===== config.mk =====
export PLATFORM = sky130hd
export DESIGN_NAME = processingTimer
export DESIGN_NICKNAME = d
export VERILOG_FILES = /design/src/common/radiationBufferPkg.sv /design/src/logic/processingTimer.sv
export SDC_FILE = /design/constraint.sdc
export NUM_CORES = 1
export LEC_CHECK = 0
export ABC_AREA = 1
export BUFFER_PORTS_ARGS = -buffer_cell sky130_fd_sc_hd__buf_2
export CAP_MARGIN = 20
export CORE_MARGIN = 1
export CORE_UTILIZATION = 50
export CTS_CLUSTER_SIZE = 20
export DETAILED_ROUTE_END_ITERATION = 8
export PLACE_DENSITY = 0.73
export REMOVE_ABC_BUFFERS = 1
export SKIP_LAST_GASP = 1
export SLEW_MARGIN = 15
export SYNTH_ARGS = -nofsm -noshare
export SYNTH_HDL_FRONTEND = slang
export SYNTH_SLANG_ARGS = --single-unit
export TNS_END_PERCENT = 10

===== constraint.sdc =====
create_clock -name clk -period 4.5 [get_ports clk]
set_input_delay 0.9 -clock clk [delete_from_list [all_inputs] [get_ports clk]]
set_output_delay 0.9 -clock clk [all_outputs]
set_load 0.02 [all_outputs]

===== src/common/radiationBufferPkg.sv =====
// sample buffer sizes, sample layout, counters
// and playback constants
package radiationBufferPkg;

    // buffer geometry
    localparam int bufferAddrWidth = 14;
    localparam int bufferDepth = 16384;

    // both halves of a stored sample
    localparam int fieldWidth = 16;
    // value bits presented at the output
    localparam int valueWidth = 10;
    // counters and timer
    localparam int countWidth = 32;

    // one memory word, delay in the upper half
    typedef struct packed {
        logic [fieldWidth-1:0] delay;
        logic [fieldWidth-1:0] value;
    } sampleT;

    // samples in and out of the buffer
    typedef struct packed {
        logic [countWidth-1:0] received;
        logic [countWidth-1:0] sent;
    } bufferCountsT;

    // wait after the buffer goes non-empty
    localparam int startupDelay = 50000;
    // refill interrupt suppression after a clear
    localparam int holdoffCycles = 50;
    localparam int holdoffWidth = 8;

    typedef enum logic [1:0] {pbIdle, pbPrime, pbFetch, pbHold} playStateT;

endpackage


===== src/logic/processingTimer.sv =====
// host processing timer
// runs from valueReady rising until processingFinished
module processingTimer (
    input  logic                                        clk,
    input  logic                                        reset,
    input  logic                                        valueReady,
    input  logic                                        finishedPulse,
    output logic [radiationBufferPkg::countWidth-1:0]   radiationTimer
);
    // valueReady one cycle back
    logic prevValueReady;
    logic readyRise;

    assign readyRise = valueReady && !prevValueReady;

    always_ff @(posedge clk) begin
        if (!reset) begin
            prevValueReady <= 1'b0;
        end else begin
            prevValueReady <= valueReady;
        end
    end

    // start at 1, count while running, stop on finished
    always_ff @(posedge clk) begin
        if (!reset) begin
            radiationTimer <= '0;
        end else if (readyRise) begin
            radiationTimer <= 1;
        end else if (finishedPulse) begin
            radiationTimer <= '0;
        end else if (radiationTimer != '0) begin
            radiationTimer <= radiationTimer + 1'b1;
        end
    end

endmodule


# After elaboration in Yosys (flattened, before gate mapping)
# Cells that the tools add are included.
[op_classes]
n_addsub = 1
multipliers = 0
div = 0
n_lt_le_gt_ge = 0
n_eq_ne = 0
n_shift = 0
muxes = 3
bitwise_logic = 1
reduce_logical = 5
[ops]
columns = ["operator", "count"]
rows = [
  ["32-bit by 1-bit adder with 32-bit output, second input constant", 1],
  ["32-bit nonzero test", 1],
  ["1-bit 2-to-1 mux", 3],
  ["3-bit nonzero test", 1],
  ["3-bit OR reduction", 1],
  ["1-bit logical AND", 1],
  ["1-bit zero test", 1],
  ["1-bit NOT", 1],
]
[word_totals]
ff_bits = 33
latch_bits = 0
ram_bits = 0
romBits = 0
in_bits = 4
out_inout_bits = 32
word_cells = 13
n_memories = 0

# Logic depth before layout (Yosys ltp)
[logic_depth]
word_depth = 4
depth_mapped = 9
ltp_nobuf = 9

# Least setup slack after synthesis
# No wires, ideal clock.
[synth_timing]
kind = "input port to flip-flop"
start = "input port valueReady"
end = "register radiationTimer[7] (netlist bit)"
setup_time_ps = 70
t_arrival_ps = 1608
required_ps = 4430
slack_ps = 2822
cell_stages = 6
path_buffers = 1
path_cell_list = "inv_1 nor2_1 nor3_4 inv_1 buf_2 a21oi_1"
[synth_between]
elab_chain_cells = 2
[synth_lines]
columns = ["element", "line_no", "text"]
rows = [
  ["start, declared", "processingTimer.sv:6", "input logic valueReady,"],
  ["1-bit logical AND", "processingTimer.sv:14", "assign readyRise = valueReady && !prevValueReady;"],
  ["3-bit OR reduction (no source line)", "n/a", ""],
  ["end signal, assigned", "processingTimer.sv:33", "radiationTimer <= radiationTimer + 1'b1;"],
  ["end, declared", "processingTimer.sv:8", "output logic [radiationBufferPkg::countWidth-1:0] radiationTimer"],
]
# No other way between the ends.
# A chain may end at the register's enable or synchronous reset.

# Worst setup path in the final report
[layout_timing]
start = "input port valueReady"
end = "register radiationTimer[5] (netlist bit)"
# The elaborated chain is that of the path after synthesis.

==> summary.md <==
| Metric | Value |
|---|---|
| Crit-path slowest cell | inv_1 |
| Commonest non-fill, non-tap cell in the layout | nand2_1 |
| Avg Synthesized Cell Area | 6.46 sq um |
| Routed wl met3 | 220 microns |
| Post-route cell area | 2200 sq um |
| CTS H-Tree Depth | 2 |
| Core Box Area | 3660 sq um |
| Switching share of power | 22.5% |
| Synth Cell Area | 1900 sq um |
| Die W | between 60 and 70 microns |
| Sequential share of the synthesized area | 34.8% |
| Clk_lat worst skew | 290 ps |
| Sequential power share | a little under three fifths |
| Final setup viols | 0 |
| Routed len/inst | 12.1 microns |
| CTS Root Cell | clkbuf_8 |
| Hold buffers post-CTS | 0 |
| Post-DP Area | 2120 sq um |
| Worst Setup Start Kind | input port |
| Power Total | roughly 530 uW |
| Gpl congestion | 0.893 |
| Number of instances in the placed design | roughly 380 |
| Clock transition at the registers of the reported paths | roughly 70 ps |
| Final #Nets | 340 |
| Port Buffers | 35 |
| Layout cells sized above 1 | approximately 18% |
| Slew HR | 49.0% |
| Net Switching | between 100 and 150 uW |
| RSZ-0062 raised after global routing | false |
| Die Y-Extent | 63.6 microns |
| CP Class | in2reg |
| Internal | just over 400 uW |
| Post-synth EDFFs | 0 |
| Yosys cell types | 25 |
| Filler instances | 384 |
| Post-CTS Resized | 0 |
| Bufs and invs on worst path | 3 |
| Max_cap viols | 0 |
| Global route overflow | 0 |
| Clock Path Buffers | 2 |
| Max Fclk | 517 MHz |
| Status | completed |
| Largest net degree at the start of global routing | 25 |
| Main flop type after synthesis | dfxtp_1 |
| Max-slew violations | 0 |
| Vias per cell | about 5 |
| Met1 wire length | 2.27 mm |
| P per Cell Area | 240 nW/um^2 |
| Final Hold Fails | 0 |
| Vias | 1968 |
| Most used cell, CP | inv_1 |
| Crit-path leading delay family | buffers and inverters |
| Vias in the first global route | around 1800 |
| DRC | 0 |
| Top routing layer in use | met4 |
| Post-route setup TNS | 0 ps |
| Tightest Pin Transition | between 700 and 800 ps |
| Post-Route WL | 4.64 mm |
| Total CTS buffers | 5 |
| Commonest non-fill, non-tap cells in the layout | nand2_1, nor2_1, buf_2 |
| Initial antenna violation count | 0 |
| Antenna cells | 0 |
| Clock share of power | 40.4% |
| Rows | 22 |
| Initial Util | 51.9% |
| Synth Register Bits | 33 |
| Clock sink count | 33 |
| Antenna-violating nets left | 0 |
| CP Capture Type | flip-flop |
| Combinational share of power | 3.8% |
| Syn Inst Count | 294 |
| Drt first pass iters | 4 |
| Worst-path cell chain | buf_2 > inv_1 > nor2_1 > nor3_4 > inv_1 > a21oi_1 > o21a_1 |
| CTS tree | done |
| Async SR Flop Fraction | 0% |
| Yosys warns | 0 |
| First DRT Iteration DRCs | 85 |
| Post-DP HPWL | approximately 3.5 mm |
| Clk_skew | 5.09 ps |
| Die area | 4050 sq um |
| First-pass GRT wire length | 7.94 mm |
| Hold Crit Class | reg2reg |
| Critical path data required time | 4680 ps |
| Maximum vdd drop | around 0.17 mV |
| Fin cells | approximately 380 |
| CP arrival | 2120 ps |
| Post-CTS Setup Repair Bufs | 0 |
| Synthesis-to-finish area growth | 16.1% |
| Worst-path fanout max | 24 |
| CP peak stage delay | 570 ps |
| Overall Global Routing Usage | 25.7% |
| Final period demand of the worst path | 1930 ps |
| WL met2 | just over 2 mm |
| Crit share post-route | 43.0% |
| IO Pins | 36 |
| Leak | 0.000807 uW |
| Min Hold Slack | 498 ps |
worst register-to-register path: cells and delay by family (launching register included):
kind	cells	cell delay, ps
and+or+nand+nor	7	970
DFF	1	430
adders and majority gates	1	310
final cells by class:
cell class              count  area (sq um)  share of cell area (%)
inverters                  27           101                    4.60
well taps                  48          60.1                    2.72
multi-input cells         232          1130                    51.1
clock buffers               8          80.1                    3.63
repair buffers             35           175                    7.95
flip-flops and latches     33           661                    30.0
cell usage after synthesis, drive strengths merged (3+ instances only):
| master | instances | share of area, % |
|---|---|---|
| nand2 | 88 | 18 |
| a21oi | 24 | 6.3 |
| nand3b | 7 | 2.8 |
| dfxtp | 33 | 35 |
| nor2 | 67 | 15 |
| o21ai | 8 | 2.1 |
| xor2 | 3 | 1.4 |
| nand3 | 12 | 4.5 |
| nor3 | 8 | 3.5 |
| nand4 | 7 | 2.3 |
| inv | 27 | 5.3 |
metal layers:
metal	vias to the layer above	track usage [%]
met5	-	0
met1	885	32.7
li1	1021	-
met2	52	42.2
met4	0	9.38
met3	10	5.43
power by group through the flow:
| stage | combinational, uW | clock [uW] | sequential (uW) |
|---|---|---|---|
| floorplan | 12.7 | 0 | 303 |
| global placement | 19.8 | 0 | 302 |
| detailed placement | 20.2 | 0 | 302 |
| CTS | 20.3 | 216 | 295 |
| global route | 23.3 | 231 | 295 |
| finish | 19.9 | 213 | 295 |
per-stage QoR:
| step | worst slack (ps) | util [%] |
|---|---|---|
| final | 2570 | 60.2 |
| after detailed placement | 2230 | 58.0 |
| after floorplan | 2640 | - |
| after global routing | 2410 | 60.2 |
| after global placement | 2270 | 58.0 |
| after CTS | 2530 | 60.2 |
cell families after synthesis:
| kind of cell | count (synthesis) | share of synthesized area (%) |
|---|---|---|
| AND/OR/NAND/NOR | 191 | 46.6 |
| adder cells (fa/ha/maj) | 2 | 1.32 |
| flip-flops | 33 | 34.8 |
| XOR/XNOR | 4 | 1.84 |
| buffers and inverters | 29 | 5.86 |
| AO/OA/AOI/OAI | 35 | 9.55 |
registers in the layout, summed over array words and instances, names as in the netlist:
| signal | count |
|---|---|
| prevValueReady | 1 |
| radiationTimer | 32 |
worst paths after layout:
path | from | endpoint | slack, ps | depth (start not counted)
worst max-delay path | valueReady | radiationTimer[5] | 2570 | 7
worst min-delay path | radiationTimer[28] | radiationTimer[28] | 500 | 2
worst max register to register | radiationTimer[0] | radiationTimer[22] | 2700 | 8
worst min register to register | radiationTimer[28] | radiationTimer[28] | 500 | 2
Note: power is estimated with default switching activity, not from simulation.
