**config.mk**
```make
export PLATFORM = sky130hd
export DESIGN_NAME = hostRegisters
export DESIGN_NICKNAME = d
export VERILOG_FILES = /design/src/common/radiationBufferPkg.sv /design/src/common/radiationRegPkg.sv /design/src/logic/hostRegisters.sv
export SDC_FILE = /design/constraint.sdc
export NUM_CORES = 1
export LEC_CHECK = 0
export ABC_AREA = 1
export ABC_CLOCK_PERIOD_IN_PS = 2950
export BUFFER_PORTS_ARGS = -buffer_cell sky130_fd_sc_hd__buf_4
export CORE_MARGIN = 2
export CORE_UTILIZATION = 45
export CTS_CLUSTER_SIZE = 40
export DETAILED_ROUTE_END_ITERATION = 8
export HOLD_SLACK_MARGIN = 0.08
export PLACE_DENSITY_LB_ADDON = 0.05
export SYNTH_ARGS = -nofsm -noshare
export SYNTH_HDL_FRONTEND = slang
export SYNTH_SLANG_ARGS = --single-unit
```
**constraint.sdc**
```tcl
create_clock -name clk -period 2.95 [get_ports clk]
set_input_delay 0 -clock clk [delete_from_list [all_inputs] [get_ports clk]]
set_output_delay 0 -clock clk [all_outputs]
set_load 0.01 [all_outputs]
```
**src/common/radiationBufferPkg.sv**
```systemverilog
// sample buffer sizes, sample layout, counters
// and playback constants
package radiationBufferPkg;

    // buffer geometry
    localparam int bufferAddrWidth = 14;
    localparam int bufferDepth = 16384;

    // both halves of a stored sample
    localparam int fieldWidth = 16;
    // value bits presented at the output
    localparam int valueWidth = 10;
    // counters and timer
    localparam int countWidth = 32;

    // one memory word, delay in the upper half
    typedef struct packed {
        logic [fieldWidth-1:0] delay;
        logic [fieldWidth-1:0] value;
    } sampleT;

    // samples in and out of the buffer
    typedef struct packed {
        logic [countWidth-1:0] received;
        logic [countWidth-1:0] sent;
    } bufferCountsT;

    // wait after the buffer goes non-empty
    localparam int startupDelay = 50000;
    // refill interrupt suppression after a clear
    localparam int holdoffCycles = 50;
    localparam int holdoffWidth = 8;

    typedef enum logic [1:0] {pbIdle, pbPrime, pbFetch, pbHold} playStateT;

endpackage

```
**src/common/radiationRegPkg.sv**
```systemverilog
// host command opcodes, command struct
// and register widths
package radiationRegPkg;

    //****************************************
    // widths
    //****************************************

    // one host data word
    localparam int regDataWidth = 32;

    // refill threshold register
    localparam int loadFloorWidth = 16;

    //****************************************
    // host commands
    //****************************************

    // single-cycle register commands from the cpu
    typedef enum logic [2:0] {
        opStartReceiving,
        opLoadFloor,
        opClearRequest,
        opPushSample,
        opProcessingFinished
    } regOpT;

    // one command, valid for exactly one cycle
    typedef struct packed {
        logic                    valid;
        regOpT                   op;
        logic [regDataWidth-1:0] data;
    } regCmdT;

endpackage

```
**src/logic/hostRegisters.sv**
```systemverilog
// host command decoder
// registered command pulses and load floor register
module hostRegisters (
    input  logic                                        clk,
    input  logic                                        reset,
    input  radiationRegPkg::regCmdT                     cmd,
    output logic                                        pushStrobe,
    output radiationBufferPkg::sampleT                  pushData,
    output logic                                        startPulse,
    output logic                                        clearPulse,
    output logic                                        finishedPulse,
    output logic [radiationRegPkg::loadFloorWidth-1:0]  loadFloor
);
    import radiationRegPkg::*;
    import radiationBufferPkg::*;

    // opcode matches, only for a valid command
    logic isPush;
    logic isStart;
    logic isClear;
    logic isFinished;
    logic isFloor;

    assign isPush = cmd.valid && (cmd.op == opPushSample);
    assign isStart = cmd.valid && (cmd.op == opStartReceiving);
    assign isClear = cmd.valid && (cmd.op == opClearRequest);
    assign isFinished = cmd.valid && (cmd.op == opProcessingFinished);
    assign isFloor = cmd.valid && (cmd.op == opLoadFloor);

    //****************************************
    // command pulses
    //****************************************

    // every pulse lasts one cycle, one cycle after its command
    always_ff @(posedge clk) begin
        if (!reset) begin
            pushStrobe <= 1'b0;
            startPulse <= 1'b0;
            clearPulse <= 1'b0;
            finishedPulse <= 1'b0;
        end else begin
            pushStrobe <= isPush;
            startPulse <= isStart;
            clearPulse <= isClear;
            finishedPulse <= isFinished;
        end
    end

    // sample word travels with pushStrobe
    always_ff @(posedge clk) begin
        if (isPush) begin
            pushData <= sampleT'(cmd.data);
        end
    end

    //****************************************
    // load floor
    //****************************************

    // low half of the data word is the threshold
    always_ff @(posedge clk) begin
        if (!reset) begin
            loadFloor <= '0;
        end else if (isFloor) begin
            loadFloor <= cmd.data[loadFloorWidth-1:0];
        end
    end

endmodule

```
# [Word level (Yosys, flattened, before mapping)]
# Index checks and enable logic that the tools add are counted.
[op_classes] n_eq_ne=4 reduce_logical=6
[ops] cell="3-bit by 2-bit equality test with 1-bit output, second input constant" n=2
[ops] cell="1-bit logical AND" n=5
[ops] cell="3-bit by 1-bit equality test with 1-bit output, second input constant" n=1
[ops] cell="3-bit equality test, second input constant" n=1
[ops] cell="3-bit logical NOT" n=1
[totals] reg_bits=52 wordCells=17 input_bits=38

# [Logic depth before layout (Yosys ltp)]
[logic_depth] depth_word=2 ltp_mapped=6 mapped_depth_nobuf=5

# [Least setup slack after synthesis]
# OpenSTA, ideal clock, no wires.
[synth_timing] path_type="input port to flip-flop" start="input port cmd[35] (netlist name)" end="register pushData[0] (netlist name) (enable)" path_slack_ps=873 cell_stages=4 arrival_time_ps=1656 cell_sequence="inv_1 nor2_4 nand2_1 nor2_1"
[synth_via] elab_chain_cells=1
[synth_rtl] element="start: declaration" line="hostRegisters.sv:6" source="input radiationRegPkg::regCmdT cmd,"
[synth_rtl] element="1-bit logical AND" line="hostRegisters.sv:24" source="assign isPush = cmd.valid && (cmd.op == opPushSample);"
[synth_rtl] element="via isPush" line="hostRegisters.sv:18" source="logic isPush;"
[synth_rtl] element="end signal: assignment" line="hostRegisters.sv:52" source="pushData <= sampleT'(cmd.data);"
[synth_rtl] element="end: declaration" line="hostRegisters.sv:8" source="output radiationBufferPkg::sampleT pushData,"
# The timed path passes the listed nets, and every way through them passes these cells.
# A chain may end at the register's enable or synchronous reset.

# [Final worst setup path]
[layout_timing] start="input port cmd[35] (netlist name)" end="register pushData[26] (netlist name) (enable)"
# The elaborated chain is that of the path after synthesis.

==> results.cfg <==
[status]
status = finished, final reports clean

[global_route]
grt_pass1_wl_um = 5996
grt_pass1_vias = 1365
grtUsageTotal = 0.1810
grt_overflow_total = 0
antenna_found_initial = 0
grt_max_degree = 33

[cells_and_area]
multi_input_area_um2 = 340.3
num_antenna_cells = 0
layout_commonest_cell = buf_4
fillers = 275
synthToLayoutAreaGrowth_pct = 65.22
nets = 324
area.sequential_mm2 = 0.001361
drive_gt1_frac = 0.3902
final_cell_mix = buf_4 (90), dlygate4sd3_1 (40), nor2_1 (33)

[sta]
setup_ws_ns = 1.287
setup_viol = 0
rsz0062_at_grt = no
clock_skew_ns = 0
finalCriticalPeriod_ns = 1.663
holdWs_ns = 0.4207
tns_ns = 0
relSlewSlack = 0.7450
worstMarginPinSlew_ns = 0.3824
max_freq_mhz = 601.2
hold_viol_final = 0
post-route-period-util = 0.5638
report.final.slew_viol_count = 0

[setup_path]
crit_type = in2reg
crit_start = cmd[35]
cp_max_fo = 32
crit_path_end_kind = flop
reg2reg_from = loadFloor[4]$_SDFFE_PN0P_
reg2reg_slack_ns = 2.37
cp.arrival_ns = 1.63
cp-start-kind = input pin
r2r_cells = 2
required_ns = 2.91

[power_and_ir_drop]
ir_drop_mv = 0.3353
total_power_mw = 1.349
p_leak_nw = 1.307
powerDensity_mw_per_mm2 = 449.5

[floorplanning]
dieArea_mm2 = 0.004562
core_area_mm2 = 0.003943
io_pins = 90
start_util = 0.4608
die_y_um = 67.54
rows = 23
die_x_um = 67.54

[synth]
syn_nets = 192
ys_seq_elements = 52
yosysWarnings = 0
syn_area_per_cell_um2 = 11.80
synth.distinct_cells = 15
netlist_area_mm2 = 0.001817
synthCells = 154
ys_seq_area_frac = 0.7493

[place]
post-place-ws_ns = 1.532
gp_congestion = 0.7071
detailed_place_hpwl_um = 2705
portBuffers = 89

[route]
dr.pass1.iters = 4
remaining_drc_errors = 0
wire_per_inst_um = 12.07
drt_wl_total_um = 4066
drt-initial-drc-count = 80
vias = 1468
avgViaCountPerCell = 4.356
ant_nets = 0

[cts]
htreeDepth = 2
cts_tree = yes
ctsRootBufferMaster = clkbuf_8
numCtsBuffers = 5
cts_buffer_depth = 2
clk_transition_reported_paths_ns = 0.08
cts_resized = 0
clk_latency_ns = 0.30
clock_sinks = 52

[flow_run]
maxCapViolCount = 0

[worst_hold_path]
hp-start = cmd[28]
hold_depth = 2
hold_class = in2reg
-- through the flow --
stage               instance area [µm²]  cells    util
CTS                                3002    337  0.7613
detailed placement                 2519    289  0.6388
finish                             3002    337  0.7613
floorplan                          1817    154       -
global route                       3002    337  0.7613
global placement                   2519    289  0.6388
-- synthesized netlist by cell type --
library cell / n / area, µm²
nor2_1: 34 / 127.6
edfxtp_1: 32 / 960.9
dfxtp_1: 20 / 400.4
nand2_1: 17 / 63.81
nand3_1: 17 / 85.08
clkinv_1: 10 / 37.54
inv_2: 9 / 33.78
nor2_4: 3 / 33.78
nor3_1: 3 / 15.01
buf_6: 2 / 22.52
inv_1: 2 / 7.510
nand2_2: 2 / 12.51
buf_1: 1 / 3.750
buf_2: 1 / 5.000
buf_4: 1 / 7.510
-- final timing paths --
kind	endpoint
max	pushData[26]$_DFFE_PP_
max reg2reg	loadFloor[4]$_SDFFE_PN0P_
min	pushData[28]$_DFFE_PP_
min reg2reg	loadFloor[7]$_SDFFE_PN0P_
-- per-layer routing --
layer  vias to the layer above  routed length [µm]  global-route usage
met2                        57                1936              0.3150
met1                       651                1752              0.2104
met3                         6                 328             0.05833
met5                         -                   0                   0
li1                        754                   -                   -
met4                         0                  49             0.05867
-- what timing repair did --
item,in CTS,in global routing
hold buffers,40,0
endpoints found under the setup margin,0,0
buffers inserted,0,0
endpoints found under the hold margin,52,0
-- state kept, by name (all words and copies together), names as in the netlist --
signal / cells
clearPulse: 1
finishedPulse: 1
loadFloor: 16
pushData: 32
pushStrobe: 1
startPulse: 1
-- area by class of cell --
cell class / count / share of cell area
clock buffer: 5 / 0.02293
clock inverter: 3 / 0.004585
sequential: 52 / 0.4535
tap: 50 / 0.02084
multi-input combinational: 76 / 0.1134
inverter: 21 / 0.02626
timing repair buffer: 130 / 0.3585
-- where the power goes --
part	leakage [nW]	switching [mW]	internal, mW
combinational	0.813	0.0731	0.102
clock	0.0415	0.212	0.161
sequential	0.453	0.00778	0.793
-- cell families (layout without fill, tap and decap cells) --
family | count (synthesis) | after routing | share of synthesized area
buffers and inverters | 26 | 159 | 0.06474
DFF | 52 | 52 | 0.7493
and+or+nand+nor | 76 | 76 | 0.1859
-- critical path, cell delays in order --
cell and delay (ns):
dlygate4sd3_1 0.54, buf_4 0.12, inv_1 0.06, nor2_4 0.27, nand2_1 0.17, nor2_2 0.10
buf_4 0.36
(Power assumes the default switching activity.)
