`config.mk`:
```
export PLATFORM = sky130hd
export DESIGN_NAME = playbackScheduler
export DESIGN_NICKNAME = d
export VERILOG_FILES = /design/src/common/radiationBufferPkg.sv /design/src/playback/playbackScheduler.sv
export SDC_FILE = /design/constraint.sdc
export NUM_CORES = 1
export LEC_CHECK = 0
export BUFFER_PORTS_ARGS = -buffer_cell sky130_fd_sc_hd__buf_2
export CAP_MARGIN = 20
export CORE_UTILIZATION = 25
export CTS_BUF_LIST = sky130_fd_sc_hd__clkbuf_8
export DETAILED_ROUTE_END_ITERATION = 12
export PLACE_DENSITY_LB_ADDON = 0.25
export SLEW_MARGIN = 20
export SYNTH_ARGS = -nofsm -noshare
export SYNTH_HDL_FRONTEND = slang
export SYNTH_SLANG_ARGS = --single-unit
```
`constraint.sdc`:
```
create_clock -name clk -period 4.66 [get_ports clk]
set_clock_uncertainty 0.2 [all_clocks]
set_input_delay 0.699 -clock clk [delete_from_list [all_inputs] [get_ports clk]]
set_output_delay 0.699 -clock clk [all_outputs]
set_load 0.02 [all_outputs]
```
`src/common/radiationBufferPkg.sv`:
```
// sample buffer sizes, sample layout, counters
// and playback constants
package radiationBufferPkg;

    // buffer geometry
    localparam int bufferAddrWidth = 14;
    localparam int bufferDepth = 16384;

    // both halves of a stored sample
    localparam int fieldWidth = 16;
    // value bits presented at the output
    localparam int valueWidth = 10;
    // counters and timer
    localparam int countWidth = 32;

    // one memory word, delay in the upper half
    typedef struct packed {
        logic [fieldWidth-1:0] delay;
        logic [fieldWidth-1:0] value;
    } sampleT;

    // samples in and out of the buffer
    typedef struct packed {
        logic [countWidth-1:0] received;
        logic [countWidth-1:0] sent;
    } bufferCountsT;

    // wait after the buffer goes non-empty
    localparam int startupDelay = 50000;
    // refill interrupt suppression after a clear
    localparam int holdoffCycles = 50;
    localparam int holdoffWidth = 8;

    typedef enum logic [1:0] {pbIdle, pbPrime, pbFetch, pbHold} playStateT;

endpackage

```
`src/playback/playbackScheduler.sv`:
```
// playback FSM with startup delay and per-sample delay countdown,
// valueReady interrupt and sent counter
module playbackScheduler (
    input  logic                                        clk,
    input  logic                                        reset,
    input  logic                                        sampleAvailable,
    input  radiationBufferPkg::sampleT                  sample,
    input  logic                                        finishedPulse,
    output logic                                        readStrobe,
    output logic [radiationBufferPkg::valueWidth-1:0]   radiationValue,
    output logic                                        valueReady,
    output logic [radiationBufferPkg::countWidth-1:0]   sent
);
    import radiationBufferPkg::*;

    playStateT state;

    // shared by startup wait and sample delay
    logic [fieldWidth-1:0] countdown;
    logic countDone;

    assign countDone = (countdown == '0);

    // memory read request
    // prime end always has a sample, hold end only if one is waiting
    assign readStrobe = ((state == pbPrime) && countDone)
                     || ((state == pbHold) && countDone && sampleAvailable);

    //****************************************
    // state machine
    //****************************************

    always_ff @(posedge clk) begin
        if (!reset) begin
            state <= pbIdle;
            countdown <= '0;
        end else begin
            unique case (state)
                pbIdle: begin
                    // buffer just went non-empty
                    if (sampleAvailable) begin
                        state <= pbPrime;
                        countdown <= fieldWidth'(startupDelay - 1);
                    end
                end
                pbPrime: begin
                    if (countDone) begin
                        state <= pbFetch;
                    end else begin
                        countdown <= countdown - 1'b1;
                    end
                end
                pbFetch: begin
                    // sample from memory is valid here
                    countdown <= sample.delay;
                    state <= pbHold;
                end
                pbHold: begin
                    if (!countDone) begin
                        countdown <= countdown - 1'b1;
                    end else if (sampleAvailable) begin
                        state <= pbFetch;
                    end else begin
                        state <= pbIdle;
                    end
                end
                default: state <= pbIdle;
            endcase
        end
    end

    //****************************************
    // value output
    //****************************************

    // latch value, raise interrupt, count the send
    // new value wins over a finished pulse in the same cycle
    always_ff @(posedge clk) begin
        if (!reset) begin
            radiationValue <= '0;
            valueReady <= 1'b0;
            sent <= '0;
        end else if (state == pbFetch) begin
            radiationValue <= sample.value[valueWidth-1:0];
            valueReady <= 1'b1;
            sent <= sent + 1'b1;
        end else if (finishedPulse) begin
            valueReady <= 1'b0;
        end
    end

endmodule

```
Word-level counts from Yosys, hierarchy flattened
Cells that the tools add are included.

operators by class
  add/sub/neg operators = 2
  equal/unequal tests = 7
  muxes and demuxes = 10
  reductions and logical operators = 10

operator list
  cell                                                number
  one-hot mux 16 bit (3 select lines)                 1
  adder 32 x 1 -> 32 bit, second input constant       1
  2-to-1 mux 16 bit                                   2
  zero test 16 bit                                    1
  subtractor 16 x 1 -> 16 bit, second input constant  1
  2-to-1 mux 2 bit                                    4
  inequality test 2 bit, second input constant        4
  one-hot mux 2 bit (4 select lines)                  1
  == test 2 bit, second input constant                2
  logical AND 1 bit                                   3
  AND reduction 3 bit                                 1
  == test 2 x 1 -> 1 bit, second input constant       1
  zero test 2 bit                                     1
  2-to-1 mux 1 bit                                    2
  AND reduction 2 bit                                 1
  nonzero test 2 bit                                  1
  OR reduction 2 bit                                  1
  logical OR 1 bit                                    1

storage, ports and cells
  register bits after elaboration = 61
  output and inout bits = 44
  word-level logic and storage cells = 34

Logic depth before layout (Yosys ltp)
  word-level depth = 4
  gate-level depth with buffers = 9

Worst setup path after synthesis
Ideal clock, no wire load.

  kind = reg-to-output
  start = register countdown[0]
  end = output readStrobe
  arrival = 1.850 ns
  data required time = 3.761 ns
  slack = 1.911 ns
  stages on the path, launching flop included = 8
  cells stage by stage = dfxtp_1 > inv_1 > ha_1 > nor4b_1 > and2_1 > clkbuf_1 > nand3_1 > a21oi_1

on the way
  word-level cells in the longest chain between the ends = 4
  elaborated cells between the ends (all ways) = 5
  classes of those cells = 5 x reduce/logical

RTL lines
  what                            RTL line                 source
  start: declaration              playbackScheduler.sv:19  logic [fieldWidth-1:0] countdown;
  start signal: assignment        playbackScheduler.sv:43  countdown <= fieldWidth'(startupDelay - 1);
  start signal: assignment        playbackScheduler.sv:50  countdown <= countdown - 1'b1;
  start signal: assignment        playbackScheduler.sv:55  countdown <= sample.delay;
  zero test 16 bit *              playbackScheduler.sv:22  assign countDone = (countdown == '0);
  logical AND 1 bit (2 in a row)  playbackScheduler.sv:27  || ((state == pbHold) && countDone && sampleAvailable);
  logical OR 1 bit *              playbackScheduler.sv:27
  end: declaration                playbackScheduler.sv:9   output logic readStrobe,

Every way passes the cells marked *; elsewhere a longest branch is shown, timed or not.

Worst setup path after layout
  start = register state[0]
  end = output readStrobe

on the way
  word-level cells in the longest chain between the ends = 4
  elaborated cells between the ends (all ways) = 6
  classes of those cells = 2 x eq/ne; 4 x reduce/logical

RTL lines
  what                            RTL line                 source
  start: declaration              playbackScheduler.sv:16  playStateT state;
  start signal: assignment        playbackScheduler.sv:35  state <= pbIdle;
  start signal: assignment        playbackScheduler.sv:42  state <= pbPrime;
  start signal: assignment        playbackScheduler.sv:48  state <= pbFetch;
  == test 2 bit                   playbackScheduler.sv:27
  logical AND 1 bit (2 in a row)  playbackScheduler.sv:27
  logical OR 1 bit *              playbackScheduler.sv:27

Marked as above.

==> results.md <==
| Parameter | Value | Unit |
|:---|:---|:---|
| Cell depth of the worst flop-to-flop path | 5 | - |
| Number of antenna diodes | 0 | - |
| Worst setup endpoint | readStrobe | - |
| Syn_nets | 382 | - |
| Mean instance size in the synthesized netlist | 8.31 | um^2 |
| Largest net degree at the start of global routing | 50 | - |
| Crit path buffers/inverters | 2 | - |
| Post-CTS Hold Buffers | 0 | - |
| Post-detailed-route count of antenna-violating nets | 0 | - |
| Arrival time of data at the critical path endpoint | 2.72 | ns |
| CP Max Fanout | 21 | - |
| Mux share of post-synthesis cell area | 0.00350 | - |
| Most frequent standard cell in the layout excluding fill and tap cells | buf_2 | - |
| Clk buf depth | 2 | - |
| Vias in the first global route | 2548 | - |
| Relative slew slack | 0.383 | - |
| Overall fraction of global-route tracks in use | 0.136 | - |
| Final hold vios | 0 | - |
| Area growth, synth to finish | 22.4 | % |
| Maximum single-stage delay on the critical path | 0.86 | ns |
| Filler cell count in the final layout | 1202 | - |
| Minimum period implied by the final worst setup slack | 3.62 | ns |
| Master of the slowest instance on the critical path | dfxtp_1 | - |
| Std-Cell Rows | 38 | - |
| Classification of the worst-slack hold path | reg -> reg | - |
| Clock Tree Root | clkbuf_8 | - |
| Basic-gate share of the synthesized area counting and, or, nand and nor cells | 0.267 | - |
| Critical Path Start | state[0] | - |
| Unrepaired setup endpoints after global routing | false | - |
| Number of I/O port buffers | 73 | - |
| PD cells | 319 | mW/mm^2 |
| Post-CTS Repair Setup Buffers | 0 | - |
| Type of the setup path with the least slack | reg -> out | - |
| Drt initial violations | 155 | - |
| Wire length reported by the detailed router | 7.60 | mm |
| Final Instance Count excl. Fillers | 555 | - |
| Num ports | 80 | - |
| H-tree levels | 3 | - |
| Synth top area cells | dfxtp_1 (43%), xor2_1 (7.0%), nand2_1 (5.9%) | - |
| Critical Path Start Type | flip-flop | - |
| Final period utilization | 0.776 | - |
| Asr flop ratio synth | 0 | - |
| Crit Reg-Reg Endpoint | countdown[9] | - |
| Actual slew at the worst max-slew pin | 0.917 | ns |
| Post-synthesis compound-gate area fraction | 0.153 | - |
| Synthesized area | 0.00286 | mm^2 |
| Number of max-capacitance violations reported | 0 | - |
| Internal power | 818 | uW |
| WL per Instance | 13.7 | um |
| Logic depth of the worst setup path including buffers | 5 | - |
| Die outline height | 109 | um |
| Status | complete, no violations | - |
| Global-route wire length before repair | 12.4 | mm |
| Origin of the critical flop-to-flop path | state[0] | - |
| Critical path cell sequence | clkinv_1 > nor3_1 > nand3_1 > a21oi_1 > buf_2 | - |
| Yosys warnings | 0 | - |
| Post-detailed-route via-to-cell ratio | 4.94 | - |
| Number of instances in the synthesized netlist | 344 | - |
| Setup slack of the worst register-to-register path | 1.66 | ns |
| Number of buffers created by CTS | 9 | - |
| Part of the total power dissipated in sequential elements | 0.500 | - |
| Core occupancy in the finished layout | 0.319 | - |
| Count of state elements after synthesis | 61 | - |
| Synth top area share | 0.427 | - |
| Number of antenna violations at the first check in global routing | 0 | - |
| Floorplan die area | 0.0119 | mm^2 |
| Fraction of layout instances using a drive strength above 1 | 0.227 | - |
| Worst Setup End Kind | output pin | - |
| Peak ir drop on the vdd network | 0.000157 | V |
| Clock-pin slew of the registers on the worst-case setup and hold paths | 0.07 | ns |
| Cell taking the most area after synthesis | dfxtp_1 | - |
| Synth Area in XOR/XNOR | 0.0950 | - |
| Required time of the worst setup path | 3.76 | ns |
| DR vias | 2740 | - |
| Sink Count | 61 | - |
| Number of placed instances with taps included | 540 | - |
| Clock network fraction of design power | 0.387 | - |
| Highest-count cells in the layout ignoring fill and taps | buf_2 (73), dfxtp_1 (61), nand2_1 (45) | - |
| Share of the yosys chip area belonging to registers | 0.427 | - |
| Post-synth top flop | dfxtp_1 | - |
| Placer congestion estimate | 0.826 | - |
| Quantity of gates resized following cts | 0 | - |
| Switching power share of the total | 0.267 | - |
| Starting Density | 0.260 | - |
| FF+latch area | 0.00122 | mm^2 |
| Achievable frequency | 0.276 | GHz |
| Core region area | 0.0110 | mm^2 |
| Crit path max-delay family | flip-flops | - |
| HPWL Detailed | 5.17 | mm |
| Number of pins with negative max-slew slack in the final report | 0 | - |
| Number of nets in the finished design | 449 | - |
| Final TNS setup | 0 | ns |
| Switching Power | 298 | uW |
| Adder-cell share of the synthesized area | 0.00875 | - |
| Final setup fails | 0 | - |
| Leakage Power | 0.00142 | uW |
| Multi-input logic area | 0.00151 | mm^2 |
| Drt drc | 0 | - |
| Distinct cell type count after synthesis | 52 | - |
| Grt ovf | 0 | - |
| Die outline width | 109 | um |
| Number of enable flip-flop cells after synthesis | 0 | - |
| Clock latency on the worst-skew pair | 0.34 | ns |
| Clock tree from TritonCTS | yes | - |
| Main combinational cell family by area after synthesis | simple AND/OR/NAND/NOR gates | - |
| Drt pass-1 iters | 5 | - |
| Combinational power share | 0.113 | - |
[worst reg2reg max path, stage by stage (launching register included)]
cell	delay [ns]
dfxtp_1	0.86
clkinv_1	0.51
or4b_4	0.68
o21bai_4	0.32
a211oi_1	0.08
a31o_2	0.25
[per-stage QoR]
step                      area [um^2]  worst slack, ns  total power [uW]  hold slack (ns)
after floorplan                  2860             1.91               659            0.255
after global placement           3320             1.48               693            0.241
after detailed placement         3320             1.50               694            0.244
after CTS                        3490             1.12              1140            0.254
after global routing             3500            0.817              1180            0.283
final                            3500             1.04              1120            0.251
[synth_stat cells, types with 2 or more instances]
| library cell | n |
|---|---|
| nor4b_1 | 2 |
| a211oi_1 | 3 |
| inv_1 | 7 |
| nor3_1 | 10 |
| nand2_1 | 45 |
| a32oi_1 | 3 |
| ha_1 | 2 |
| a21oi_1 | 25 |
| and2_1 | 2 |
| nand3_1 | 18 |
| nand4_1 | 13 |
| clkbuf_1 | 14 |
| o221ai_1 | 3 |
| or4_1 | 3 |
| and3_1 | 5 |
| nand2b_1 | 3 |
| o32ai_1 | 2 |
| xnor2_1 | 8 |
| o211ai_1 | 4 |
| o31ai_1 | 2 |
| buf_6 | 2 |
| xor2_1 | 23 |
| nor4_1 | 4 |
| a31oi_1 | 4 |
| clkinv_1 | 2 |
| o21ai_0 | 7 |
| and4_1 | 4 |
| nor2_1 | 40 |
| dfxtp_1 | 61 |
[cell families (layout without fill, tap and decap cells)]
kind of cell	after synthesis	in the layout
mux	1	1
fa+ha+maj	2	2
simple gates	155	155
xor+xnor	31	31
flops	61	61
buf+inv	28	99
compound gates	66	66
[power by group through the flow]
stage | sequential [uW] | clock (uW) | combinational (uW)
3_5_place_dp | 569 | 0 | 125
2_1_floorplan | 562 | 0 | 96.6
5_1_grt | 561 | 483 | 140
6_report | 558 | 432 | 126
3_3_place_gp | 569 | 0 | 123
4_1_cts | 558 | 457 | 125
[how the worst min path moves through the flow]
| stage | startpoint | to | depth (start not counted) |
|---|---|---|---|
| finish | radiationValue[0] | radiationValue[0] | 2 |
| global route | radiationValue[3] | radiationValue[3] | 2 |
| CTS | radiationValue[0] | radiationValue[0] | 2 |
| detailed placement | radiationValue[0] | radiationValue[0] | 2 |
| global placement | radiationValue[8] | radiationValue[8] | 2 |
| floorplan | countdown[1] | countdown[1] | 2 |
[area by class of cell]
| class | instances | share of cell area |
|---|---|---|
| multi-input cells | 255 | 0.432 |
| flip-flops and latches | 61 | 0.349 |
| repair buffers | 75 | 0.109 |
| well taps | 140 | 0.0501 |
| clock buffers | 12 | 0.0472 |
| inverters | 9 | 0.00965 |
| clock inverters | 3 | 0.00358 |
[metal layers]
metal	up-vias	track usage	wire length (um)
met5	-	0	0
met4	0	0.0444	91
met3	7	0.0532	382
met2	88	0.215	3550
met1	1290	0.168	3570
li1	1355	-	-
[flip-flops by register name, indices dropped and copies added, names as in the netlist]
register,flops
valueReady,1
radiationValue,10
countdown,16
state,2
sent,32
(Power assumes the default switching activity.)
