`src/common/radiationBufferPkg.sv`:
```
// sample buffer sizes, sample layout, counters
// and playback constants
package radiationBufferPkg;

    // buffer geometry
    localparam int bufferAddrWidth = 14;
    localparam int bufferDepth = 16384;

    // both halves of a stored sample
    localparam int fieldWidth = 16;
    // value bits presented at the output
    localparam int valueWidth = 10;
    // counters and timer
    localparam int countWidth = 32;

    // one memory word, delay in the upper half
    typedef struct packed {
        logic [fieldWidth-1:0] delay;
        logic [fieldWidth-1:0] value;
    } sampleT;

    // samples in and out of the buffer
    typedef struct packed {
        logic [countWidth-1:0] received;
        logic [countWidth-1:0] sent;
    } bufferCountsT;

    // wait after the buffer goes non-empty
    localparam int startupDelay = 50000;
    // refill interrupt suppression after a clear
    localparam int holdoffCycles = 50;
    localparam int holdoffWidth = 8;

    typedef enum logic [1:0] {pbIdle, pbPrime, pbFetch, pbHold} playStateT;

endpackage

```
`src/common/radiationRegPkg.sv`:
```
// host command opcodes, command struct
// and register widths
package radiationRegPkg;

    //****************************************
    // widths
    //****************************************

    // one host data word
    localparam int regDataWidth = 32;

    // refill threshold register
    localparam int loadFloorWidth = 16;

    //****************************************
    // host commands
    //****************************************

    // single-cycle register commands from the cpu
    typedef enum logic [2:0] {
        opStartReceiving,
        opLoadFloor,
        opClearRequest,
        opPushSample,
        opProcessingFinished
    } regOpT;

    // one command, valid for exactly one cycle
    typedef struct packed {
        logic                    valid;
        regOpT                   op;
        logic [regDataWidth-1:0] data;
    } regCmdT;

endpackage

```
`src/logic/refillRequester.sv`:
```
// refill interrupt from buffer occupancy
// with hold-off after a host clear
module refillRequester (
    input  logic                                        clk,
    input  logic                                        reset,
    input  logic [radiationBufferPkg::countWidth-1:0]   received,
    input  logic [radiationBufferPkg::countWidth-1:0]   sent,
    input  logic [radiationRegPkg::loadFloorWidth-1:0]  loadFloor,
    input  logic                                        startPulse,
    input  logic                                        clearPulse,
    output logic                                        requestEthernetValues
);
    import radiationBufferPkg::*;

    // samples still waiting in the buffer
    logic [countWidth-1:0] occupancy;
    // buffer at or under the host threshold
    logic lowBuffer;
    // suppression window after a clear
    logic [holdoffWidth-1:0] holdoff;

    assign occupancy = received - sent;
    assign lowBuffer = (received != '0) && (occupancy <= countWidth'(loadFloor));

    //****************************************
    // hold-off counter
    //****************************************

    always_ff @(posedge clk) begin
        if (!reset) begin
            holdoff <= '0;
        end else if (clearPulse) begin
            holdoff <= holdoffWidth'(holdoffCycles);
        end else if (holdoff != '0) begin
            holdoff <= holdoff - 1'b1;
        end
    end

    //****************************************
    // refill interrupt
    //****************************************

    // sticky until the host clears it
    always_ff @(posedge clk) begin
        if (!reset) begin
            requestEthernetValues <= 1'b0;
        end else if (clearPulse) begin
            requestEthernetValues <= 1'b0;
        end else if ((holdoff == '0) && (lowBuffer || startPulse)) begin
            requestEthernetValues <= 1'b1;
        end
    end

endmodule

```
`config.mk`:
```
export PLATFORM = sky130hd
export DESIGN_NAME = refillRequester
export DESIGN_NICKNAME = d
export VERILOG_FILES = /design/src/common/radiationBufferPkg.sv /design/src/common/radiationRegPkg.sv /design/src/logic/refillRequester.sv
export SDC_FILE = /design/constraint.sdc
export NUM_CORES = 1
export LEC_CHECK = 0
export ABC_AREA = 0
export BUFFER_PORTS_ARGS = -buffer_cell sky130_fd_sc_hd__buf_4
export CAP_MARGIN = 0
export CORE_ASPECT_RATIO = 1.75
export CORE_MARGIN = 4
export CORE_UTILIZATION = 58
export CTS_CLUSTER_DIAMETER = 200
export DETAILED_ROUTE_END_ITERATION = 10
export GPL_TIMING_DRIVEN = 0
export MAX_ROUTING_LAYER = met4
export PLACE_DENSITY = 0.88
export SYNTH_ARGS = -nofsm -noshare
export SYNTH_HDL_FRONTEND = slang
export SYNTH_SLANG_ARGS = --single-unit
```
`constraint.sdc`:
```
create_clock -name clk -period 9.2 [get_ports clk]
set_input_delay 1.84 -clock clk [delete_from_list [all_inputs] [get_ports clk]]
set_output_delay 1.84 -clock clk [all_outputs]
set_load 0.005 [all_outputs]
```
== Yosys cells after proc, flatten, opt, wreduce, memory -nomap -nowiden ==
Index checks and enable logic that the tools add are counted.
Widths: inputs -> output; s select.

* Input port bits: 84
* Output and inout port bits: 1
* Register bits: 9
* Logic and storage cells: 17

* Multiplexer cells: 2
* Bitwise logic cells: 1
* Reduce and logical (&&, ||, !) cells: 8
* Add/sub/neg operators: 2
* $lt $le $gt $ge: 1

{| class="wikitable"
|+ Operators with widths
! kind !! number
|-
| $le 32x16->1 || 1
|-
| $reduce_bool 32->1 || 1
|-
| $sub 32x32->32 || 1
|-
| $mux 6 || 2
|-
| $logic_not 8->1 || 1
|-
| $reduce_bool 8->1 || 1
|-
| $sub 8x1->8 const B || 1
|-
| $logic_and 1x1->1 || 2
|-
| $reduce_bool 2->1 || 1
|-
| $reduce_or 2->1 || 1
|-
| $logic_or 1x1->1 || 1
|-
| $not 1->1 || 1
|}

== Longest topological paths before layout ==
* Depth in word-level cells: 5
* Gate-level depth with buffers: 19
* Mapped depth without buffers: 19

== Worst setup path after synthesis ==
Ideal clock, no wire load.

* Path kind: input-to-reg
* Start point: in received[0] (netlist name)
* End point: reg requestEthernetValues
* Setup time: 0.059 ns
* Stages: 18
* Arrival: 5.302 ns
* Data required time: 9.141 ns
* Buffers on the path: 0
* Slack: 3.839 ns
* Cells stage by stage: inv_1 > ha_1 > fa_1 > nand2b_1 > a21oi_1 > a2bb2oi_1 > a21o_1 > a21oi_1 > xnor2_1 > ha_1 > nand4_1 > or4_1 > o311ai_1 > o2111ai_1 > nor4_1 > o2111ai_1 > nor4_1 > a31o_1

* Cells in the longest elaborated chain, start to end: 5
* Elaborated cells between the ends (all ways): 6
* Classes of those cells: 1 x add/sub; 1 x order compare; 4 x reduce/logical

{| class="wikitable"
|+ Ends and longest elaborated chain
! item !! RTL line !! source
|-
| start, declared || refillRequester.sv:6 || <nowiki>input logic [radiationBufferPkg::countWidth-1:0] received,</nowiki>
|-
| $sub 32x32->32 || refillRequester.sv:22 || <nowiki>assign occupancy = received - sent;</nowiki>
|-
| $le 32x16->1 || refillRequester.sv:23 || <nowiki>assign lowBuffer = (received != '0) && (occupancy <= countWidth'(loadFloor));</nowiki>
|-
| $logic_and 1x1->1 (*) || refillRequester.sv:23 ||
|-
| $logic_or 1x1->1 (*) || refillRequester.sv:49 || <nowiki>end else if ((holdoff == '0) && (lowBuffer || startPulse)) begin</nowiki>
|-
| $logic_and 1x1->1 (*) || refillRequester.sv:49 ||
|-
| end signal, assigned || refillRequester.sv:46 || <nowiki>requestEthernetValues <= 1'b0;</nowiki>
|-
| end signal, assigned || refillRequester.sv:48 || <nowiki>requestEthernetValues <= 1'b0;</nowiki>
|-
| end signal, assigned || refillRequester.sv:50 || <nowiki>requestEthernetValues <= 1'b1;</nowiki>
|-
| end, declared || refillRequester.sv:11 || <nowiki>output logic requestEthernetValues</nowiki>
|}

Every way passes the cells marked *; elsewhere a longest branch is shown, timed or not.
A chain may end at the register's enable or synchronous reset.

== Final worst setup path ==
Same ends and word-level chain as after synthesis.

==> impl_metrics.prom <==
# TYPE chip_impl_metric gauge
chip_impl_info{name="run_status",value="finished clean"} 1
chip_impl_metric{name="p_per_area",unit="nW/µm²"} 93.3
chip_impl_info{name="tritoncts",value="done"} 1
chip_impl_metric{name="core_area",unit="µm²"} 4750
chip_impl_metric{name="portBuffers",unit=""} 84
chip_impl_metric{name="hold_buffers",unit=""} 0
chip_impl_metric{name="die_width",unit="µm"} 61.2
chip_impl_metric{name="cts_bufs_inserted",unit=""} 3
chip_impl_metric{name="fin_worst_hold_slack",unit="ns"} 0.537
chip_impl_metric{name="cts_resized",unit=""} 0
chip_impl_metric{name="final_cell_count_no_fill",unit=""} 552
chip_impl_metric{name="placed_cells",unit=""} 548
chip_impl_metric{name="grt-ovfl-total",unit=""} 0
chip_impl_metric{name="drt_first_iter_violations",unit=""} 146
chip_impl_metric{name="syn_to_final_growth",unit="%"} 25.8
chip_impl_metric{name="die_height",unit="µm"} 101
chip_impl_info{name="crit_start",value="received[0]"} 1
chip_impl_info{name="critPathKind",value="in2reg"} 1
chip_impl_metric{name="ant_nets",unit=""} 0
chip_impl_metric{name="layout-drive-gt1-share",unit="%"} 23.4
chip_impl_info{name="crit_path_start_kind",value="primary input"} 1
chip_impl_metric{name="first_global_vias",unit=""} 3500
chip_impl_metric{name="worstSkewPairLatency",unit="ns"} 0.23
chip_impl_metric{name="multiInputGateArea",unit="µm²"} 2430
chip_impl_info{name="layout.cells.most_common",value="buf_4"} 1
chip_impl_metric{name="tns",unit="ns"} 0
chip_impl_metric{name="n_antenna_cell",unit=""} 0
chip_impl_metric{name="place_area",unit="µm²"} 3560
chip_impl_metric{name="yosys_warnings",unit=""} 0
chip_impl_metric{name="final_cell_area",unit="µm²"} 3610
chip_impl_info{name="worstSetupEndpointType",value="flop"} 1
chip_impl_info{name="postSynth.topFlopCell",value="dfxtp_1"} 1
chip_impl_metric{name="dr.pass1.iters",unit=""} 4
chip_impl_metric{name="timing_worst_slew_pin_value",unit="ns"} 0.744
chip_impl_metric{name="detailroute.via_count",unit=""} 3408
chip_impl_metric{name="grt_overall_usage",unit="%"} 30.6
chip_impl_metric{name="synthesis.area_per_instance",unit="µm²"} 6.96
chip_impl_info{name="root_buffer",value="clkbuf_8"} 1
chip_impl_metric{name="synth_enable_flop_cells",unit=""} 0
chip_impl_metric{name="netlist_area_pre_place",unit="µm²"} 2870
chip_impl_metric{name="cts_htree_levels",unit=""} 1
chip_impl_info{name="unrepaired_setup_endpoints_after_global_routing",value="no"} 1
chip_impl_metric{name="wl",unit="µm"} 9050
chip_impl_metric{name="detail_route.drc_violations",unit=""} 0
chip_impl_metric{name="place.gp.congestion",unit=""} 0.965
chip_impl_metric{name="setup_viol",unit=""} 0
chip_impl_metric{name="nNetsFinal",unit=""} 634
chip_impl_metric{name="cts.reportedPaths.clkPinSlew",unit="ns"} 0.04
chip_impl_info{name="critical_path.reg2reg.startpoint",value="holdoff[4]$_SDFFE_PN0P_"} 1
chip_impl_metric{name="fin_worst_skew",unit="ns"} 0.000430
chip_impl_metric{name="grt_start_max_net_pins",unit=""} 10
chip_impl_metric{name="static-leakage-power",unit="nW"} 1.84
chip_impl_info{name="worst_min_delay_path_class",value="reg2reg"} 1
chip_impl_metric{name="async_reset_ff_share",unit="%"} 0
chip_impl_info{name="endpoint",value="requestEthernetValues$_SDFFE_PP0P_"} 1
chip_impl_metric{name="routed_via_density",unit=""} 6.17
chip_impl_metric{name="maximum_operating_frequency",unit="GHz"} 0.163
chip_impl_metric{name="initial_utilization",unit="%"} 60.4
chip_impl_metric{name="cp_data_arrival_time",unit="ns"} 6.29
chip_impl_metric{name="design.portCount",unit=""} 85
chip_impl_metric{name="postSynthRegisterBits",unit=""} 9
chip_impl_metric{name="max-vdd-ir-drop",unit="mV"} 0.131
chip_impl_metric{name="finalWorstPathRequiredPeriod",unit="ns"} 6.12
chip_impl_metric{name="grt_pass1_wl",unit="µm"} 14400
chip_impl_metric{name="rows",unit=""} 33
chip_impl_metric{name="area_enclosed_by_the_die_boundary",unit="µm²"} 6180
chip_impl_metric{name="period_utilization_post_route",unit="%"} 66.5
chip_impl_metric{name="reg2reg_slack",unit="ns"} 6.64
chip_impl_info{name="worstReg2RegEnd",value="requestEthernetValues$_SDFFE_PP0P_"} 1
chip_impl_metric{name="seq_area",unit="µm²"} 180
chip_impl_metric{name="grt_antenna_before_repair",unit=""} 0
chip_impl_metric{name="final_max_slew_viols",unit=""} 0
chip_impl_info{name="layout_common_cells",value="buf_4, inv_1, ha_1"} 1
chip_impl_metric{name="worst-path-max-fanout",unit=""} 4
chip_impl_metric{name="postCtsSetupBuffers",unit=""} 0
chip_impl_metric{name="syn_inst",unit=""} 412
chip_impl_metric{name="mappedNetlistNets",unit=""} 545
chip_impl_metric{name="ctsLongestPathBuffers",unit=""} 2
chip_impl_metric{name="max_cap_viol_count",unit=""} 0
chip_impl_metric{name="post_synthesis_cell_type_count",unit=""} 61
chip_impl_metric{name="post-dp-hpwl",unit="µm"} 7830
chip_impl_metric{name="worstPathRequired",unit="ns"} 9.37
chip_impl_metric{name="postLayoutCoreUtil",unit="%"} 76.0
chip_impl_metric{name="wl_per_cell",unit="µm"} 16.4
chip_impl_metric{name="finalHoldViolCount",unit=""} 0
chip_impl_metric{name="fillCellCount",unit=""} 398
chip_impl_metric{name="synth-seq-area-share",unit="%"} 6.28
chip_impl_metric{name="clock-sinks",unit=""} 9
chip_impl_metric{name="worst_slew_margin",unit="%"} 49.9
chip_impl_metric{name="cells_on_worst_reg2reg_path",unit=""} 8
-- per-layer routing --
layer	part of all wire (%)	GRT usage (%)
met5	0	-
met4	7.0	17.5
met2	56	58.8
met3	4.4	2.18
met1	33	27.0
-- registers in the layout, summed over array words and instances, names as in the netlist --
signal and flops:
requestEthernetValues 1, holdoff 8
-- logic make-up (layout without fill, tap and decap cells) --
| logic type | after synthesis | after routing | synth area share, % |
|---|---|---|---|
| and+or+nand+nor | 134 | 134 | 24.1 |
| DFF | 9 | 9 | 6.28 |
| adders and majority gates | 49 | 49 | 21.6 |
| muxes | 4 | 4 | 1.40 |
| buffers and inverters | 66 | 154 | 8.98 |
| AOI/OAI and AO/OA | 127 | 127 | 30.6 |
| xor gates and xnor gates | 23 | 23 | 7.02 |
-- per-stage QoR --
step	total power [mW]	setup WS (ns)
after floorplan	0.213	3.84
after global placement	0.279	3.02
after detailed placement	0.287	3.00
after CTS	0.334	3.24
after global routing	0.366	2.92
final	0.337	3.08
-- area by class of cell --
cell class	instances	share of cell area [%]
well taps	52	1.80
clock buffers	4	1.25
flip-flops and latches	9	4.99
plain buffers	6	0.901
inverters	60	6.24
multi-input cells	337	67.3
repair buffers	84	17.5
-- how the worst min path moves through the flow --
stage	from	endpoint	slack [ns]	cells after the start
floorplan	holdoff[3]$_SDFFE_PP0P_	holdoff[3]$_SDFFE_PP0P_	0.49	2
finish	holdoff[3]$_SDFFE_PP0P_	holdoff[3]$_SDFFE_PP0P_	0.54	2
CTS	holdoff[3]$_SDFFE_PP0P_	holdoff[3]$_SDFFE_PP0P_	0.54	2
global route	holdoff[3]$_SDFFE_PP0P_	holdoff[3]$_SDFFE_PP0P_	0.58	2
detailed placement	holdoff[3]$_SDFFE_PP0P_	holdoff[3]$_SDFFE_PP0P_	0.53	2
global placement	holdoff[3]$_SDFFE_PP0P_	holdoff[3]$_SDFFE_PP0P_	0.50	2
-- synthesized netlist by cell type, types with 5 or more instances --
cell       count  area share, %
inv_1         60            7.9
ha_1          48             21
a21oi_1       42            7.3
nand2_1       35            4.6
nor2_1        34            4.4
xnor2_1       17            5.2
o21ai_0       16            2.8
nor4_1        13            2.8
a21o_1        11            2.9
dfxtp_1        9            6.3
nand4_1        9            2.0
nand2b_1       7            1.5
o2111ai_1      7            2.1
nand3_1        6            1.0
nor3_1         6            1.0
o21a_1         6            1.6
xor2_1         6            1.8
a21oi_2        5            1.5
-- critical path, cell delays in order --
cell       delay [ns]
buf_4            0.08
inv_1            0.03
ha_1             0.21
fa_1             0.40
nand2b_1         0.19
a21oi_1          0.33
a2bb2oi_1        0.40
a21o_1           0.18
a21oi_1          0.08
xnor2_1          0.15
ha_1             0.30
nand4_1          0.20
or4_1            0.55
o311ai_1         0.12
o2111ai_1        0.15
nor4_1           0.39
o2111ai_1        0.16
nor4_1           0.33
a31o_1           0.19
-- power breakdown --
part	switching, mW	total [mW]	internal (mW)
clock network	0.0149	0.0450	0.0301
logic	0.134	0.244	0.111
registers	0.00477	0.0478	0.0430
Power figures use the tool's default switching activity.
